**config.mk**
```make
export PLATFORM = sky130hd
export DESIGN_NAME = complete_unit
export DESIGN_NICKNAME = d
export VERILOG_FILES = /design/src/design/isa_pkg.sv /design/src/design/wb_pkg.sv /design/src/design/wb_lane_if.sv /design/src/design/fu_result_capture.sv /design/src/design/load_result_align.sv /design/src/design/complete_merge.sv /design/src/design/complete_unit.sv
export SDC_FILE = /design/constraint.sdc
export NUM_CORES = 1
export LEC_CHECK = 0
export ABC_AREA = 1
export ABC_CLOCK_PERIOD_IN_PS = 4500
export BUFFER_PORTS_ARGS = -buffer_cell sky130_fd_sc_hd__buf_2
export CORE_AREA = 5 5 334 336
export DETAILED_ROUTE_END_ITERATION = 12
export DIE_AREA = 0 0 339 341
export GPL_TIMING_DRIVEN = 0
export PLACE_DENSITY = 0.32
export RECOVER_POWER = 100
export SLEW_MARGIN = 20
export SYNTH_ARGS = -nofsm -noshare
export SYNTH_HDL_FRONTEND = slang
export SYNTH_SLANG_ARGS = --single-unit
```
**constraint.sdc**
```tcl
create_clock -name clock -period 4.5 [get_ports clock]
set_input_delay 0.9 -clock clock [delete_from_list [all_inputs] [get_ports clock]]
set_output_delay 0.9 -clock clock [all_outputs]
set_load 0.1 [all_outputs]
```
**src/design/isa_pkg.sv**
```systemverilog
package isa_pkg;

    // access width of a load
    typedef enum logic [1:0] {
        BYTE = 2'd0,
        HALF = 2'd1,
        WORD = 2'd2
    } mem_size_e;

    // funct3 field of the LOAD opcode
    typedef enum logic [2:0] {
        LB  = 3'b000,
        LH  = 3'b001,
        LW  = 3'b010,
        LBU = 3'b100,
        LHU = 3'b101
    } load_funct3_e;

    typedef struct packed {
        mem_size_e size;
        logic      is_signed;
    } load_dec_t;

    function automatic load_dec_t load_decode(input logic [2:0] funct3);
        load_dec_t dec;
        dec.size      = WORD; // unlisted codes end up as signed word
        dec.is_signed = 1'b1;
        case (funct3)
            LB: begin
                dec.size = BYTE;
            end
            LH: begin
                dec.size = HALF;
            end
            LBU: begin
                dec.size      = BYTE;
                dec.is_signed = 1'b0;
            end
            LHU: begin
                dec.size      = HALF;
                dec.is_signed = 1'b0;
            end
            default: ;
        endcase
        return dec;
    endfunction

endpackage

```
**src/design/wb_pkg.sv**
```systemverilog
package wb_pkg;

    localparam int unsigned XLEN      = 32;
    localparam int unsigned PRF_TAG_W = 7;  // 128 physical regs
    localparam int unsigned ROB_IDX_W = 6;  // 64 rob entries

    typedef logic [XLEN-1:0]      xlen_t;
    typedef logic [PRF_TAG_W-1:0] prf_tag_t;
    typedef logic [ROB_IDX_W-1:0] rob_idx_t;

    // one common data bus slot, 1 + 7 + 32 bits
    typedef struct packed {
        logic     valid;
        prf_tag_t phys_tag;
        xlen_t    value;
    } cdb_entry_t;

endpackage

```
**src/design/wb_lane_if.sv**
```systemverilog
interface wb_lane_if
    import wb_pkg::*;
#(
    parameter int unsigned LANES = 1
);

    logic     [LANES-1:0] valid;
    xlen_t    [LANES-1:0] value;
    prf_tag_t [LANES-1:0] dest;
    rob_idx_t [LANES-1:0] rob_idx;
    logic     [LANES-1:0] exception;
    logic     [LANES-1:0] mispred;

    modport producer (
        output valid,
        output value,
        output dest,
        output rob_idx,
        output exception,
        output mispred
    );

    modport consumer (
        input valid,
        input value,
        input dest,
        input rob_idx,
        input exception,
        input mispred
    );

endinterface

```
**src/design/fu_result_capture.sv**
```systemverilog
module fu_result_capture
    import wb_pkg::*;
#(
    parameter int unsigned WB_WIDTH = 4
) (
    input  logic                     clock,
    input  logic                     arst_n_i,
    input  logic     [WB_WIDTH-1:0]  fu_valid_i,
    input  xlen_t    [WB_WIDTH-1:0]  fu_value_i,
    input  xlen_t    [WB_WIDTH-1:0]  fu_link_i,
    input  logic     [WB_WIDTH-1:0]  fu_is_jump_i,
    input  prf_tag_t [WB_WIDTH-1:0]  fu_dest_i,
    input  rob_idx_t [WB_WIDTH-1:0]  fu_rob_idx_i,
    input  logic     [WB_WIDTH-1:0]  fu_exception_i,
    input  logic     [WB_WIDTH-1:0]  fu_mispred_i,
    wb_lane_if.producer              lanes
);

    logic     [WB_WIDTH-1:0] valid_q;
    xlen_t    [WB_WIDTH-1:0] value_q;
    prf_tag_t [WB_WIDTH-1:0] dest_q;
    rob_idx_t [WB_WIDTH-1:0] rob_idx_q;
    logic     [WB_WIDTH-1:0] exception_q;
    logic     [WB_WIDTH-1:0] mispred_q;

    always_ff @(posedge clock or negedge arst_n_i) begin
        if (!arst_n_i) begin
            valid_q <= '0;
        end else begin
            valid_q <= fu_valid_i;
        end
    end

    // payload only loads on a valid lane
    always_ff @(posedge clock) begin
        for (int i = 0; i < WB_WIDTH; i++) begin
            if (fu_valid_i[i]) begin
                // jal/jalr write rd = pc + 4, not the target
                value_q[i]     <= fu_is_jump_i[i] ? fu_link_i[i] : fu_value_i[i];
                dest_q[i]      <= fu_dest_i[i];
                rob_idx_q[i]   <= fu_rob_idx_i[i];
                exception_q[i] <= fu_exception_i[i];
                mispred_q[i]   <= fu_mispred_i[i];
            end
        end
    end

    assign lanes.valid     = valid_q;
    assign lanes.value     = value_q;
    assign lanes.dest      = dest_q;
    assign lanes.rob_idx   = rob_idx_q;
    assign lanes.exception = exception_q;
    assign lanes.mispred   = mispred_q;

endmodule

```
**src/design/load_result_align.sv**
```systemverilog
module load_result_align
    import isa_pkg::*;
    import wb_pkg::*;
(
    input  logic        clock,
    input  logic        arst_n_i,
    input  logic        ld_valid_i,
    output logic        ld_ready_o,
    input  xlen_t       ld_data_i,
    input  logic [1:0]  ld_addr_lo_i,
    input  logic [2:0]  ld_funct3_i,
    input  prf_tag_t    ld_dest_i,
    input  rob_idx_t    ld_rob_idx_i,
    input  logic        ld_drain_i,
    wb_lane_if.producer lane
);

    load_dec_t dec;
    xlen_t     shifted;
    xlen_t     aligned;
    logic      accept;
    logic      full_q;
    xlen_t     value_q;
    prf_tag_t  dest_q;
    rob_idx_t  rob_idx_q;

    assign dec     = load_decode(ld_funct3_i);
    assign shifted = ld_data_i >> {ld_addr_lo_i, 3'b000}; // byte offset to bit offset

    always_comb begin
        case (dec.size)
            BYTE: begin
                aligned = dec.is_signed ? {{(XLEN-8){shifted[7]}}, shifted[7:0]}
                                        : {{(XLEN-8){1'b0}}, shifted[7:0]};
            end
            HALF: begin
                aligned = dec.is_signed ? {{(XLEN-16){shifted[15]}}, shifted[15:0]}
                                        : {{(XLEN-16){1'b0}}, shifted[15:0]};
            end
            default: begin
                aligned = ld_data_i; // word, offset ignored
            end
        endcase
    end

    // one entry, refilled in the same cycle it drains
    assign ld_ready_o = !full_q || ld_drain_i;
    assign accept     = ld_valid_i && ld_ready_o;

    always_ff @(posedge clock or negedge arst_n_i) begin
        if (!arst_n_i) begin
            full_q <= 1'b0;
        end else if (accept) begin
            full_q <= 1'b1;
        end else if (ld_drain_i) begin
            full_q <= 1'b0;
        end
    end

    always_ff @(posedge clock) begin
        if (accept) begin
            value_q   <= aligned;
            dest_q    <= ld_dest_i;
            rob_idx_q <= ld_rob_idx_i;
        end
    end

    assign lane.valid[0]     = full_q;
    assign lane.value[0]     = value_q;
    assign lane.dest[0]      = dest_q;
    assign lane.rob_idx[0]   = rob_idx_q;
    assign lane.exception[0] = 1'b0; // faults are taken in the lsq
    assign lane.mispred[0]   = 1'b0;

endmodule

```
**src/design/complete_merge.sv**
```systemverilog
module complete_merge
    import wb_pkg::*;
#(
    parameter int unsigned WB_WIDTH  = 4,
    parameter int unsigned LOAD_LANE = 2
) (
    wb_lane_if.consumer                fu_lanes,
    wb_lane_if.consumer                ld_lane,
    output logic                       ld_drain_o,
    // physical register file
    output logic       [WB_WIDTH-1:0]  prf_wr_en_o,
    output prf_tag_t   [WB_WIDTH-1:0]  prf_waddr_o,
    output xlen_t      [WB_WIDTH-1:0]  prf_wdata_o,
    // rob completion
    output logic       [WB_WIDTH-1:0]  wb_valid_o,
    output rob_idx_t   [WB_WIDTH-1:0]  wb_rob_idx_o,
    output logic       [WB_WIDTH-1:0]  wb_exception_o,
    output logic       [WB_WIDTH-1:0]  wb_mispred_o,
    output xlen_t      [WB_WIDTH-1:0]  wb_value_o,
    // broadcast
    output cdb_entry_t [WB_WIDTH-1:0]  cdb_o
);

    logic     [WB_WIDTH-1:0] sel_valid;
    xlen_t    [WB_WIDTH-1:0] sel_value;
    prf_tag_t [WB_WIDTH-1:0] sel_dest;
    rob_idx_t [WB_WIDTH-1:0] sel_rob_idx;
    logic     [WB_WIDTH-1:0] sel_exception;
    logic     [WB_WIDTH-1:0] sel_mispred;

    // fu has priority on the shared lane
    assign ld_drain_o = ld_lane.valid[0] && !fu_lanes.valid[LOAD_LANE];

    always_comb begin
        sel_valid     = fu_lanes.valid;
        sel_value     = fu_lanes.value;
        sel_dest      = fu_lanes.dest;
        sel_rob_idx   = fu_lanes.rob_idx;
        sel_exception = fu_lanes.exception;
        sel_mispred   = fu_lanes.mispred;
        if (ld_drain_o) begin
            sel_valid[LOAD_LANE]     = 1'b1;
            sel_value[LOAD_LANE]     = ld_lane.value[0];
            sel_dest[LOAD_LANE]      = ld_lane.dest[0];
            sel_rob_idx[LOAD_LANE]   = ld_lane.rob_idx[0];
            sel_exception[LOAD_LANE] = ld_lane.exception[0];
            sel_mispred[LOAD_LANE]   = ld_lane.mispred[0];
        end
    end

    // idle lanes drive zeros, keeps stale payload off the buses
    always_comb begin
        for (int i = 0; i < WB_WIDTH; i++) begin
            prf_wr_en_o[i]    = sel_valid[i];
            prf_waddr_o[i]    = sel_valid[i] ? sel_dest[i] : '0;
            prf_wdata_o[i]    = sel_valid[i] ? sel_value[i] : '0;

            wb_valid_o[i]     = sel_valid[i];
            wb_rob_idx_o[i]   = sel_valid[i] ? sel_rob_idx[i] : '0;
            wb_exception_o[i] = sel_valid[i] && sel_exception[i];
            wb_mispred_o[i]   = sel_valid[i] && sel_mispred[i];
            wb_value_o[i]     = prf_wdata_o[i];

            cdb_o[i].valid    = sel_valid[i];
            cdb_o[i].phys_tag = prf_waddr_o[i];
            cdb_o[i].value    = prf_wdata_o[i];
        end
    end

endmodule

```
**src/design/complete_unit.sv**
```systemverilog
module complete_unit
    import wb_pkg::*;
#(
    parameter int unsigned WB_WIDTH  = 4,
    parameter int unsigned LOAD_LANE = 2 // must be < WB_WIDTH
) (
    input  logic                       clock,
    input  logic                       arst_n_i,
    // functional units
    input  logic       [WB_WIDTH-1:0]  fu_valid_i,
    input  xlen_t      [WB_WIDTH-1:0]  fu_value_i,
    input  xlen_t      [WB_WIDTH-1:0]  fu_link_i,
    input  logic       [WB_WIDTH-1:0]  fu_is_jump_i,
    input  prf_tag_t   [WB_WIDTH-1:0]  fu_dest_i,
    input  rob_idx_t   [WB_WIDTH-1:0]  fu_rob_idx_i,
    input  logic       [WB_WIDTH-1:0]  fu_exception_i,
    input  logic       [WB_WIDTH-1:0]  fu_mispred_i,
    // load from lsq
    input  logic                       ld_valid_i,
    output logic                       ld_ready_o,
    input  xlen_t                      ld_data_i,
    input  logic       [1:0]           ld_addr_lo_i,
    input  logic       [2:0]           ld_funct3_i,
    input  prf_tag_t                   ld_dest_i,
    input  rob_idx_t                   ld_rob_idx_i,
    // prf write
    output logic       [WB_WIDTH-1:0]  prf_wr_en_o,
    output prf_tag_t   [WB_WIDTH-1:0]  prf_waddr_o,
    output xlen_t      [WB_WIDTH-1:0]  prf_wdata_o,
    // rob
    output logic       [WB_WIDTH-1:0]  wb_valid_o,
    output rob_idx_t   [WB_WIDTH-1:0]  wb_rob_idx_o,
    output logic       [WB_WIDTH-1:0]  wb_exception_o,
    output logic       [WB_WIDTH-1:0]  wb_mispred_o,
    output xlen_t      [WB_WIDTH-1:0]  wb_value_o,
    // cdb
    output cdb_entry_t [WB_WIDTH-1:0]  cdb_o
);

    logic ld_drain;

    wb_lane_if #(.LANES(WB_WIDTH)) fu_lanes ();
    wb_lane_if #(.LANES(1))        ld_lane ();

    fu_result_capture #(
        .WB_WIDTH (WB_WIDTH)
    ) u_fu_capture (
        .clock          (clock),
        .arst_n_i       (arst_n_i),
        .fu_valid_i     (fu_valid_i),
        .fu_value_i     (fu_value_i),
        .fu_link_i      (fu_link_i),
        .fu_is_jump_i   (fu_is_jump_i),
        .fu_dest_i      (fu_dest_i),
        .fu_rob_idx_i   (fu_rob_idx_i),
        .fu_exception_i (fu_exception_i),
        .fu_mispred_i   (fu_mispred_i),
        .lanes          (fu_lanes.producer)
    );

    load_result_align u_ld_align (
        .clock        (clock),
        .arst_n_i     (arst_n_i),
        .ld_valid_i   (ld_valid_i),
        .ld_ready_o   (ld_ready_o),
        .ld_data_i    (ld_data_i),
        .ld_addr_lo_i (ld_addr_lo_i),
        .ld_funct3_i  (ld_funct3_i),
        .ld_dest_i    (ld_dest_i),
        .ld_rob_idx_i (ld_rob_idx_i),
        .ld_drain_i   (ld_drain),
        .lane         (ld_lane.producer)
    );

    complete_merge #(
        .WB_WIDTH  (WB_WIDTH),
        .LOAD_LANE (LOAD_LANE)
    ) u_merge (
        .fu_lanes       (fu_lanes.consumer),
        .ld_lane        (ld_lane.consumer),
        .ld_drain_o     (ld_drain),
        .prf_wr_en_o    (prf_wr_en_o),
        .prf_waddr_o    (prf_waddr_o),
        .prf_wdata_o    (prf_wdata_o),
        .wb_valid_o     (wb_valid_o),
        .wb_rob_idx_o   (wb_rob_idx_o),
        .wb_exception_o (wb_exception_o),
        .wb_mispred_o   (wb_mispred_o),
        .wb_value_o     (wb_value_o),
        .cdb_o          (cdb_o)
    );

endmodule

```
==> results_dict.tcl, run 1 <==
set metrics [dict create \
    gr-usage-all-layers_pct 10.9 \
    fmax_ghz 0.235 \
    rows 121 \
    cp.required_ps 3600 \
    multi_input_area_um2 3080 \
    synth_nets 1592 \
    fin_crit_ps 4250 \
    start_util_pct 12.3 \
    via_per_inst 3.32 \
    grt_pass1_wl_um 91500 \
    ys_ff_latch 238 \
    arrival_ps 3350 \
    place.gp.congestion 0.864 \
    synth_ff_type "edfxtp_1" \
    crit_chain "inv_1 > nand2_1 > inv_2 > buf_2 > a22o_1 > buf_4 > clkbuf_2" \
    yosysTopAreaCellShare_pct 52.6 \
    yosysSeqAreaShare_pct 53.5 \
    core_area_um2 108000 \
    drv_slew 191 \
    numCtsBuffers 34 \
    startpoint_type "flop" \
    netlist_area_um2 13300 \
    fin_crit_sh_pct 94.4 \
    hold_ws_ps 524 \
    synthMostInstantiatedCell "buf_4" \
    ir_worst_vdd_uv 170 \
    max_stage_delay_ps 610 \
    fillCellCount 12300 \
    final-seq-area_um2 7120 \
    htreeDepth 2 \
    cp_max_fo 11 \
    post_cts_resized 0 \
    path_class "flop to primary output" \
    stdcell_count 3560 \
    status "finished with violations" \
    dr.pass1.iters 4 \
    worstHoldPathType "input port to async pin" \
    wl_per_cell_um 19.0 \
    yosysUniqueCellTypes 25 \
    dieArea_um2 116000 \
    rsz0062_at_grt "false" \
    clk-insertion-delay-late_ps 550 \
    setup_viol 0 \
    netlist.top_cell.by_area "edfxtp_1" \
    yosysWarningCount 0 \
    cts_setup_buffers 0 \
    worst_slew_pin_slew_ps 2840 \
    netlist_instances 1215 \
    dr.first_iter.drc_count 538 \
    r2r_start "u_fu_capture.lanes.valid[2]$_DFF_PN0_" \
    die-width_um 339 \
    io_pins 862 \
    dpl.hpwl_um 56400 \
    avgSynthCellArea_um2 10.9 \
    reg2reg_depth 5 \
    hold_buffers 0 \
    synth_edf_count 233 \
    async_reset_ff_share_pct 2.10 \
    violations "capacitance limit, slew limit" \
    synth_commonest_cells "buf_4, edfxtp_1, nand2_1" \
    fp.dieH_um 341 \
    clockRootBuffer "clkbuf_16" \
    slew_headroom_pct -89.5 \
    clockBufferDepth 3 \
    syn_to_final_growth_pct 49.2 \
    drtAntennaViolNets 0 \
    synthTopCellsByArea "edfxtp_1, buf_4, mux2_2, nand2_1, inv_1" \
    antenna_found_initial 21 \
    cts_tree "yes" \
    grt_max_degree 49 \
    cap_violations 6 \
    gr-total-overflow 0 \
    cp_slowest_cell "a22o_1" \
    vias 11800 \
    r2r_end "u_ld_align.lane.value[13]$_DFFE_PP_" \
    clock_sinks 238 \
    p_leak_nw 9.25 \
    p_per_area_nw_per_um2 459 \
    dp_cells 3486 \
    grt_pass1_vias 12600 \
    final_hold_viol_count 0 \
    regToRegSetupSlack_ps 570 \
    critPathCaptureType "primary output" \
    clkTransAtPathRegs_ps 60 \
    clock_skew_ps 18.5 \
    wl_um 67700 \
    io_buffers 854 \
    nNetsFinal 2485 \
    route.detailed.drc 0 \
    drive_above_1_share_pct 41.4 \
]
kinds of logic after synthesis:
group / synth area share (%)
buf+inv: 23.1
simple gates: 8.44
flops: 53.5
mux: 10.8
compound gates: 4.13
final cells by class:
| cell class | count | share of cell area (%) |
|---|---|---|
| antenna | 13 | 0.164 |
| buffer | 347 | 12.3 |
| clock buffer | 45 | 4.54 |
| clock inverter | 16 | 0.712 |
| inverter | 154 | 2.94 |
| multi-input combinational | 476 | 15.5 |
| sequential | 238 | 35.9 |
| tap | 1414 | 8.91 |
| timing repair buffer | 857 | 19.1 |
how the worst max path moves through the flow:
stage / to / start / slack [ps] / cells past startpoint
after floorplan: u_ld_align.lane.dest[0]$_DFFE_PP_ / ld_valid_i / 900 / 2
after global placement: u_ld_align.lane.dest[2]$_DFFE_PP_ / u_fu_capture.lanes.valid[2]$_DFF_PN0_ / -1780 / 3
after detailed placement: wb_value_o[93] / u_fu_capture.lanes.valid[2]$_DFF_PN0_ / 730 / 7
after CTS: wb_value_o[93] / u_fu_capture.lanes.valid[2]$_DFF_PN0_ / 110 / 7
after global routing: wb_value_o[93] / u_fu_capture.lanes.valid[2]$_DFF_PN0_ / 40 / 7
final: prf_waddr_o[18] / u_fu_capture.lanes.valid[2]$_DFF_PN0_ / 250 / 7
critical path: cells and delay by family, from the launching register on:
kind                   cells  cell delay, ps
AO/OA/AOI/OAI              1             610
buffers and inverters      5            1510
flip-flops                 1             520
AND/OR/NAND/NOR            1             120
through the flow:
stage	utilization [%]	cell area (um^2)	setup slack [ps]	setup TNS (ps)	power (mW)
final	18.3	19900	252	0	9.11
after global routing	18.3	19800	41.5	0	9.49
after CTS	18.9	20500	109	0	9.40
after detailed placement	18.0	19400	727	0	6.71
after global placement	17.9	19300	-1780	-79330	6.71
after floorplan	-	13300	896	0	5.89
metal layers:
layer  global-route usage [%]  vias to the layer above  wire length, um
met2                     19.8                      541            34400
met1                     12.3                     5651            26400
li1                         -                     5513                -
met5                        0                        -               90
met4                     2.63                       14             1540
met3                     3.62                      105             5220
registers in the layout, summed over array words and instances, names as in the netlist:
name,flops
u_fu_capture.lanes.value,128
u_ld_align.lane.value,32
u_fu_capture.lanes.dest,28
u_fu_capture.lanes.rob_idx,24
u_ld_align.lane.dest,7
u_ld_align.lane.rob_idx,6
u_fu_capture.lanes.exception,4
u_fu_capture.lanes.mispred,4
u_fu_capture.lanes.valid,4
u_ld_align.lane.valid,1
cells in the final DEF (no fill, tap or decap), drive strengths merged:
master,synthesis,layout
a21oi,1,1
a22o,45,45
buf,334,684
bufinv,0,2
clkbuf,13,565
clkinv,0,12
clkinvlp,0,1
dfrtp,5,5
diode,0,13
edfxtp,233,233
inv,154,155
mux2,128,128
nand2,216,216
nand3,36,36
nor2,20,20
o21ai,30,30
where the power goes:
part	switching [mW]	total (mW)	internal, mW
clock network	1.05	2.58	1.53
registers	0.0579	2.72	2.66
logic	3.18	3.82	0.645
No activity file was read; power rests on OpenSTA's default activity.
==> run 2: changes to the inputs <==
--- a/config.mk
+++ b/config.mk
@@ -5,12 +5,12 @@
 export SDC_FILE = /design/constraint.sdc
 export NUM_CORES = 1
 export LEC_CHECK = 0
-export ABC_AREA = 1
 export ABC_CLOCK_PERIOD_IN_PS = 4500
 export BUFFER_PORTS_ARGS = -buffer_cell sky130_fd_sc_hd__buf_2
-export CORE_AREA = 5 5 334 336
+export CAP_MARGIN = 25
+export CORE_AREA = 5 5 330 332
 export DETAILED_ROUTE_END_ITERATION = 12
-export DIE_AREA = 0 0 339 341
+export DIE_AREA = 0 0 335 337
 export GPL_TIMING_DRIVEN = 0
 export PLACE_DENSITY = 0.32
 export RECOVER_POWER = 100
==> results_dict.tcl, run 2 <==
set metrics [dict create \
    ir_worst_vdd_uv 185 \
    gr-usage-all-layers_pct 11.1 \
    fin_crit_ps 4300 \
    fin_crit_sh_pct 95.5 \
    place.gp.congestion 0.819 \
    r2r_start "u_fu_capture.lanes.valid[2]$_DFF_PN0_" \
    drv_slew 158 \
    synthMostInstantiatedCell "buf_4" \
    rsz0062_at_grt "false" \
    dieArea_um2 113000 \
    final_common_cell "buf_2" \
    critPathBufInv 3 \
    synth_ff_type "edfxtp_1" \
    violations "capacitance limit, slew limit" \
    post_cts_resized 1 \
    slew_headroom_pct -120 \
    final_hold_viol_count 0 \
    critPathCaptureType "primary output" \
    yosysUniqueCellTypes 31 \
    start_util_pct 12.3 \
    htreeDepth 2 \
    tns_ps 0 \
    arrival_ps 3400 \
    vias 11000 \
    fmax_ghz 0.233 \
    synth_commonest_cells "buf_4, edfxtp_1, and2_1" \
    crit_chain "clkbuf_1 > or2_0 > buf_4 > clkbuf_2" \
    yosysWarningCount 0 \
    worstHoldPathType "input port to async pin" \
    mostFrequentLayoutCells "buf_2, buf_4, clkbuf_2" \
    setup_viol 0 \
    rows 120 \
    nNetsFinal 2280 \
    cts_tree "yes" \
    path_class "flop to primary output" \
    clockRootBuffer "clkbuf_16" \
    yosysTopAreaCellShare_pct 53.9 \
    synth-simple-area-share_pct 8.54 \
    clk-insertion-delay-late_ps 550 \
    clock_skew_ps 16.7 \
    drive_above_1_share_pct 56.7 \
    hold_buffers 0 \
    io_buffers 855 \
    numCtsBuffers 35 \
    netlist_area_um2 13000 \
    largest_reg_flops 128 \
    synth_edf_count 233 \
    cap_violations 4 \
    io_pins 862 \
    synth_nets 1385 \
    cp.required_ps 3600 \
    cp_slowest_cell "clkbuf_1" \
    regToRegSetupSlack_ps 1300 \
    dpl.hpwl_um 56100 \
    drtAntennaViolNets 0 \
    cpLargestDelayFamily "buffers and inverters" \
    synthMuxAreaShare_pct 11.9 \
    gr-total-overflow 0 \
    synthXorXnorAreaFrac_pct 0 \
    cp_max_fo 10 \
    netlist_instances 1008 \
    route.detailed.drc 0 \
    cp.depth 4 \
    startpoint_type "flop" \
    max_stage_delay_ps 800 \
    dr.first_iter.drc_count 392 \
    synthTopCellsByArea "edfxtp_1, buf_4, mux2_2, and2_1, a22o_1" \
    dr.pass1.iters 4 \
    status "finished with violations" \
    fillCellCount 11900 \
    r2r_end "u_ld_align.lane.rob_idx[2]$_DFFE_PP_" \
    layout_setup_ws_ps 202 \
    yosysSeqAreaShare_pct 54.8 \
    core_area_um2 106000 \
    avgSynthCellArea_um2 12.9 \
    worst_slew_pin_slew_ps 3310 \
    grt_max_degree 49 \
    reg2reg_depth 4 \
    via_per_inst 3.31 \
    async_reset_ff_share_pct 2.10 \
    grt_pass1_vias 11500 \
    synth_fa_ha_area_share_pct 0 \
    power_mw 9.19 \
    p_leak_nw 8.73 \
    grt_pass1_wl_um 88900 \
    syn_to_final_growth_pct 52.7 \
    ys_ff_latch 238 \
    wl_per_cell_um 20.3 \
    synth_compound_area_share_pct 5.93 \
    die-width_um 335 \
    p_per_area_nw_per_um2 463 \
    dp_slack_ps 407 \
    fp.dieH_um 337 \
    clockBufferDepth 3 \
    synth_top_family_by_area "buffers and inverters" \
    startpoint "u_fu_capture.lanes.valid[2]$_DFF_PN0_" \
    cts_setup_buffers 0 \
    clock_sinks 238 \
    wl_um 67800 \
    antenna_found_initial 14 \
    netlist.top_cell.by_area "edfxtp_1" \
    clkTransAtPathRegs_ps 60 \
]
## run 2: cell count changes in the layout (fill, tap and decap cells not counted), moves of 19 or more
cell	delta
nand3_1	-35
inv_1	-147
clkbuf_2	+212
nand2_1	-185
and2_1	+138
clkbuf_1	-195
nor2_1	-19
## run 2: per-stage QoR
step,hold slack (ps),cell area (um^2),utilization [%],cells
2_1_floorplan,604,13000,-,1008
3_3_place_gp,628,19000,17.9,3266
3_5_place_dp,647,19100,18.0,3269
4_1_cts,241,20200,19.0,3331
5_1_grt,469,19800,18.7,3332
6_report,469,19800,18.7,3336
## run 2: logic make-up (layout without fill, tap and decap cells)
logic type             Yosys count  after routing
other                            0              5
AND/OR/NAND/NOR                187            187
buffers and inverters          352           1272
multiplexers                   137            137
AO/OA/AOI/OAI                   94             94
flip-flops                     238            238
## run 2: worst max path at each step
stage / endpoint / slack [ps]
6_report: wb_valid_o[2] / 200
5_1_grt: wb_valid_o[2] / 30
4_1_cts: cdb_o[94] / 150
3_5_place_dp: cdb_o[94] / 410
3_3_place_gp: cdb_o[94] / 430
2_1_floorplan: prf_wdata_o[64] / 1300
## run 2: routing by layer
layer  part of all wire, %  up-vias  track usage, %
met5                 0.091        -               0
met3                   8.7       83            3.93
met2                    51      502            19.9
met4                   2.3       10            3.08
met1                    38     5355            12.5
li1                      -     5079               -
## run 2: power by group
part           switching, mW  total [mW]  internal (mW)  leakage, nW
registers             0.0500        2.71           2.66         2.33
clock network           1.08        2.64           1.56        0.531
logic                   3.14        3.84          0.700         5.87
## run 2: cell type report
| cell class | instances | area (um^2) | area share [%] |
|---|---|---|---|
| clock inverters | 15 | 108 | 0.542 |
| multi-input cells | 418 | 3410 | 17.2 |
| inverters | 4 | 15.0 | 0.0757 |
| plain buffers | 348 | 2420 | 12.2 |
| repair buffers | 858 | 4040 | 20.3 |
| well taps | 1403 | 1760 | 8.85 |
| clock buffers | 47 | 963 | 4.86 |
| diodes | 5 | 12.5 | 0.0631 |
| flip-flops and latches | 238 | 7120 | 35.9 |
==> run 3: changes to the inputs <==
--- a/config.mk
+++ b/config.mk
@@ -6,13 +6,13 @@
 export NUM_CORES = 1
 export LEC_CHECK = 0
 export ABC_CLOCK_PERIOD_IN_PS = 4500
-export BUFFER_PORTS_ARGS = -buffer_cell sky130_fd_sc_hd__buf_2
 export CAP_MARGIN = 25
-export CORE_AREA = 5 5 330 332
+export CORE_AREA = 5 5 332 334
 export DETAILED_ROUTE_END_ITERATION = 12
-export DIE_AREA = 0 0 335 337
+export DIE_AREA = 0 0 337 339
+export DONT_BUFFER_PORTS = 1
 export GPL_TIMING_DRIVEN = 0
-export PLACE_DENSITY = 0.32
+export PLACE_DENSITY = 0.3
 export RECOVER_POWER = 100
 export SLEW_MARGIN = 20
 export SYNTH_ARGS = -nofsm -noshare
==> results_dict.tcl, run 3 (synthesis results as in run 2) <==
set metrics [dict create \
    cp_slowest_cell "and2_1" \
    path_class "flop to primary output" \
    syn_to_final_growth_pct 27.8 \
    arrival_ps 3410 \
    reg2reg_depth 4 \
    cts_tree "yes" \
    worstHoldPathType "input port to flop" \
    fillCellCount 11900 \
    power.switching_mw 4.08 \
    clock_skew_ps 19.7 \
    fmax_ghz 0.232 \
    startpoint_type "flop" \
    dieArea_um2 114000 \
    final_hold_viol_count 0 \
    drtAntennaViolNets 0 \
    seqPwrFrac_pct 30.6 \
    gr-total-overflow 0 \
    antenna_found_initial 15 \
    cp.depth 4 \
    internal-power_mw 4.74 \
    clockBufferDepth 3 \
    cp_max_fo 10 \
    cpLargestDelayFamily "buffers and inverters" \
    gr-usage-all-layers_pct 9.77 \
    drive_above_1_share_pct 46.1 \
    grt_pass1_vias 8967 \
    drv_slew 25 \
    wl_per_cell_um 23.6 \
    cts_setup_buffers 0 \
    mostFrequentLayoutCells "edfxtp_1, clkbuf_2, mux2_2" \
    place.gp.congestion 0.763 \
    worst_slew_pin_slew_ps 1780 \
    comb_power_share_pct 39.7 \
    grt_pass1_wl_um 77100 \
    wl_um 60000 \
    die-width_um 337 \
    switching_share_pct 46.3 \
    fin_crit_ps 4310 \
    clkTransAtPathRegs_ps 60 \
    placed_cell_area_um2 15900 \
    largest_reg_flops 128 \
    vias 8154 \
    numCtsBuffers 34 \
    cap_violations 13 \
    rsz0062_at_grt "false" \
    hold_ws_ps 384 \
    fp.dieH_um 339 \
    htreeDepth 2 \
    dpl.hpwl_um 50000 \
    clk-insertion-delay-late_ps 550 \
    io_buffers 0 \
    dr.pass1.iters 4 \
    rows 120 \
    route.detailed.drc 0 \
    fin_crit_sh_pct 95.9 \
    clock_sinks 238 \
    core_area_um2 107000 \
    path_common_cell "clkbuf_1" \
    start_util_pct 12.2 \
    via_per_inst 3.20 \
    crit_chain "clkbuf_1 > clkbuf_1 > and2_1 > buf_4" \
    p_leak_nw 6.11 \
    max_stage_delay_ps 1070 \
    clockRootBuffer "clkbuf_16" \
    p_per_area_nw_per_um2 532 \
    nNetsFinal 1491 \
    setup_viol 0 \
    slew_headroom_pct -18.7 \
    io_pins 862 \
    violations "capacitance limit, slew limit" \
    postLayoutCoreUtil_pct 15.6 \
    ir_worst_vdd_uv 251 \
    cp.required_ps 3600 \
    final_common_cell "edfxtp_1" \
    tns_ps 0 \
    fin_area_um2 16600 \
    critPathBufInv 3 \
    status "finished with violations" \
    pwr-share-clk_pct 29.6 \
    critPathCaptureType "primary output" \
    hold_depth 0 \
    dr.first_iter.drc_count 304 \
    grt_max_degree 49 \
]
[run 3: final timing paths]
kind                                                            start                                    end  slack, ps
worst max register to register  u_fu_capture.lanes.valid[2]$_DFF_PN0_      u_ld_align.lane.dest[3]$_DFFE_PP_        690
worst max-delay path            u_fu_capture.lanes.valid[0]$_DFF_PN0_                         wb_value_o[29]        190
min in group asynchronous                                    arst_n_i  u_fu_capture.lanes.valid[3]$_DFF_PN0_        850
max in group asynchronous                                    arst_n_i  u_fu_capture.lanes.valid[0]$_DFF_PN0_       3200
worst min register to register      u_ld_align.lane.valid$_DFFE_PN0P_      u_ld_align.lane.valid$_DFFE_PN0P_       1290
worst min-delay path                                    fu_valid_i[2]  u_fu_capture.lanes.valid[2]$_DFF_PN0_        380
[run 3: repair_timing]
action | CTS | global route
resized for setup | 31 | 25
hold endpoints to repair | 5 | 0
hold buffers | 1 | 0
setup endpoints to repair | 94 | 45
[run 3: layout make-up]
cell class | count | area [um^2] | share of cell area (%)
Buffer | 348 | 1970 | 11.9
Antenna cell | 9 | 22.5 | 0.136
Timing Repair Buffer | 70 | 1180 | 7.12
Clock buffer | 43 | 906 | 5.46
Tap cell | 1403 | 1760 | 10.6
Multi-Input combinational cell | 418 | 3490 | 21.0
Inverter | 4 | 15.0 | 0.0905
Sequential cell | 238 | 7120 | 42.9
Clock inverter | 14 | 140 | 0.844
[run 3: power by group through the flow]
stage               logic, mW  registers (mW)  clock network (mW)
global route             3.58            2.72                2.85
global placement         3.46            2.75                   0
finish                   3.51            2.71                2.61
CTS                      3.63            2.71                2.78
floorplan                3.14            2.72                   0
detailed placement       3.61            2.75                   0
[run 3: stage by stage]
step,total power [mW],setup WS [ps],cells
floorplan,5.87,1300,1008
global placement,6.21,-165,2411
detailed placement,6.37,99.3,2472
CTS,9.11,7.13,2530
global route,9.15,1.96,2543
finish,8.83,185,2547
[run 3: metal layers]
layer	vias to the layer above	GRT usage [%]	wire (um)
met5	-	0	72
met4	12	4.76	2890
met3	94	3.60	5530
met2	583	17.1	30000
met1	3964	10.3	21500
li1	3501	-	-
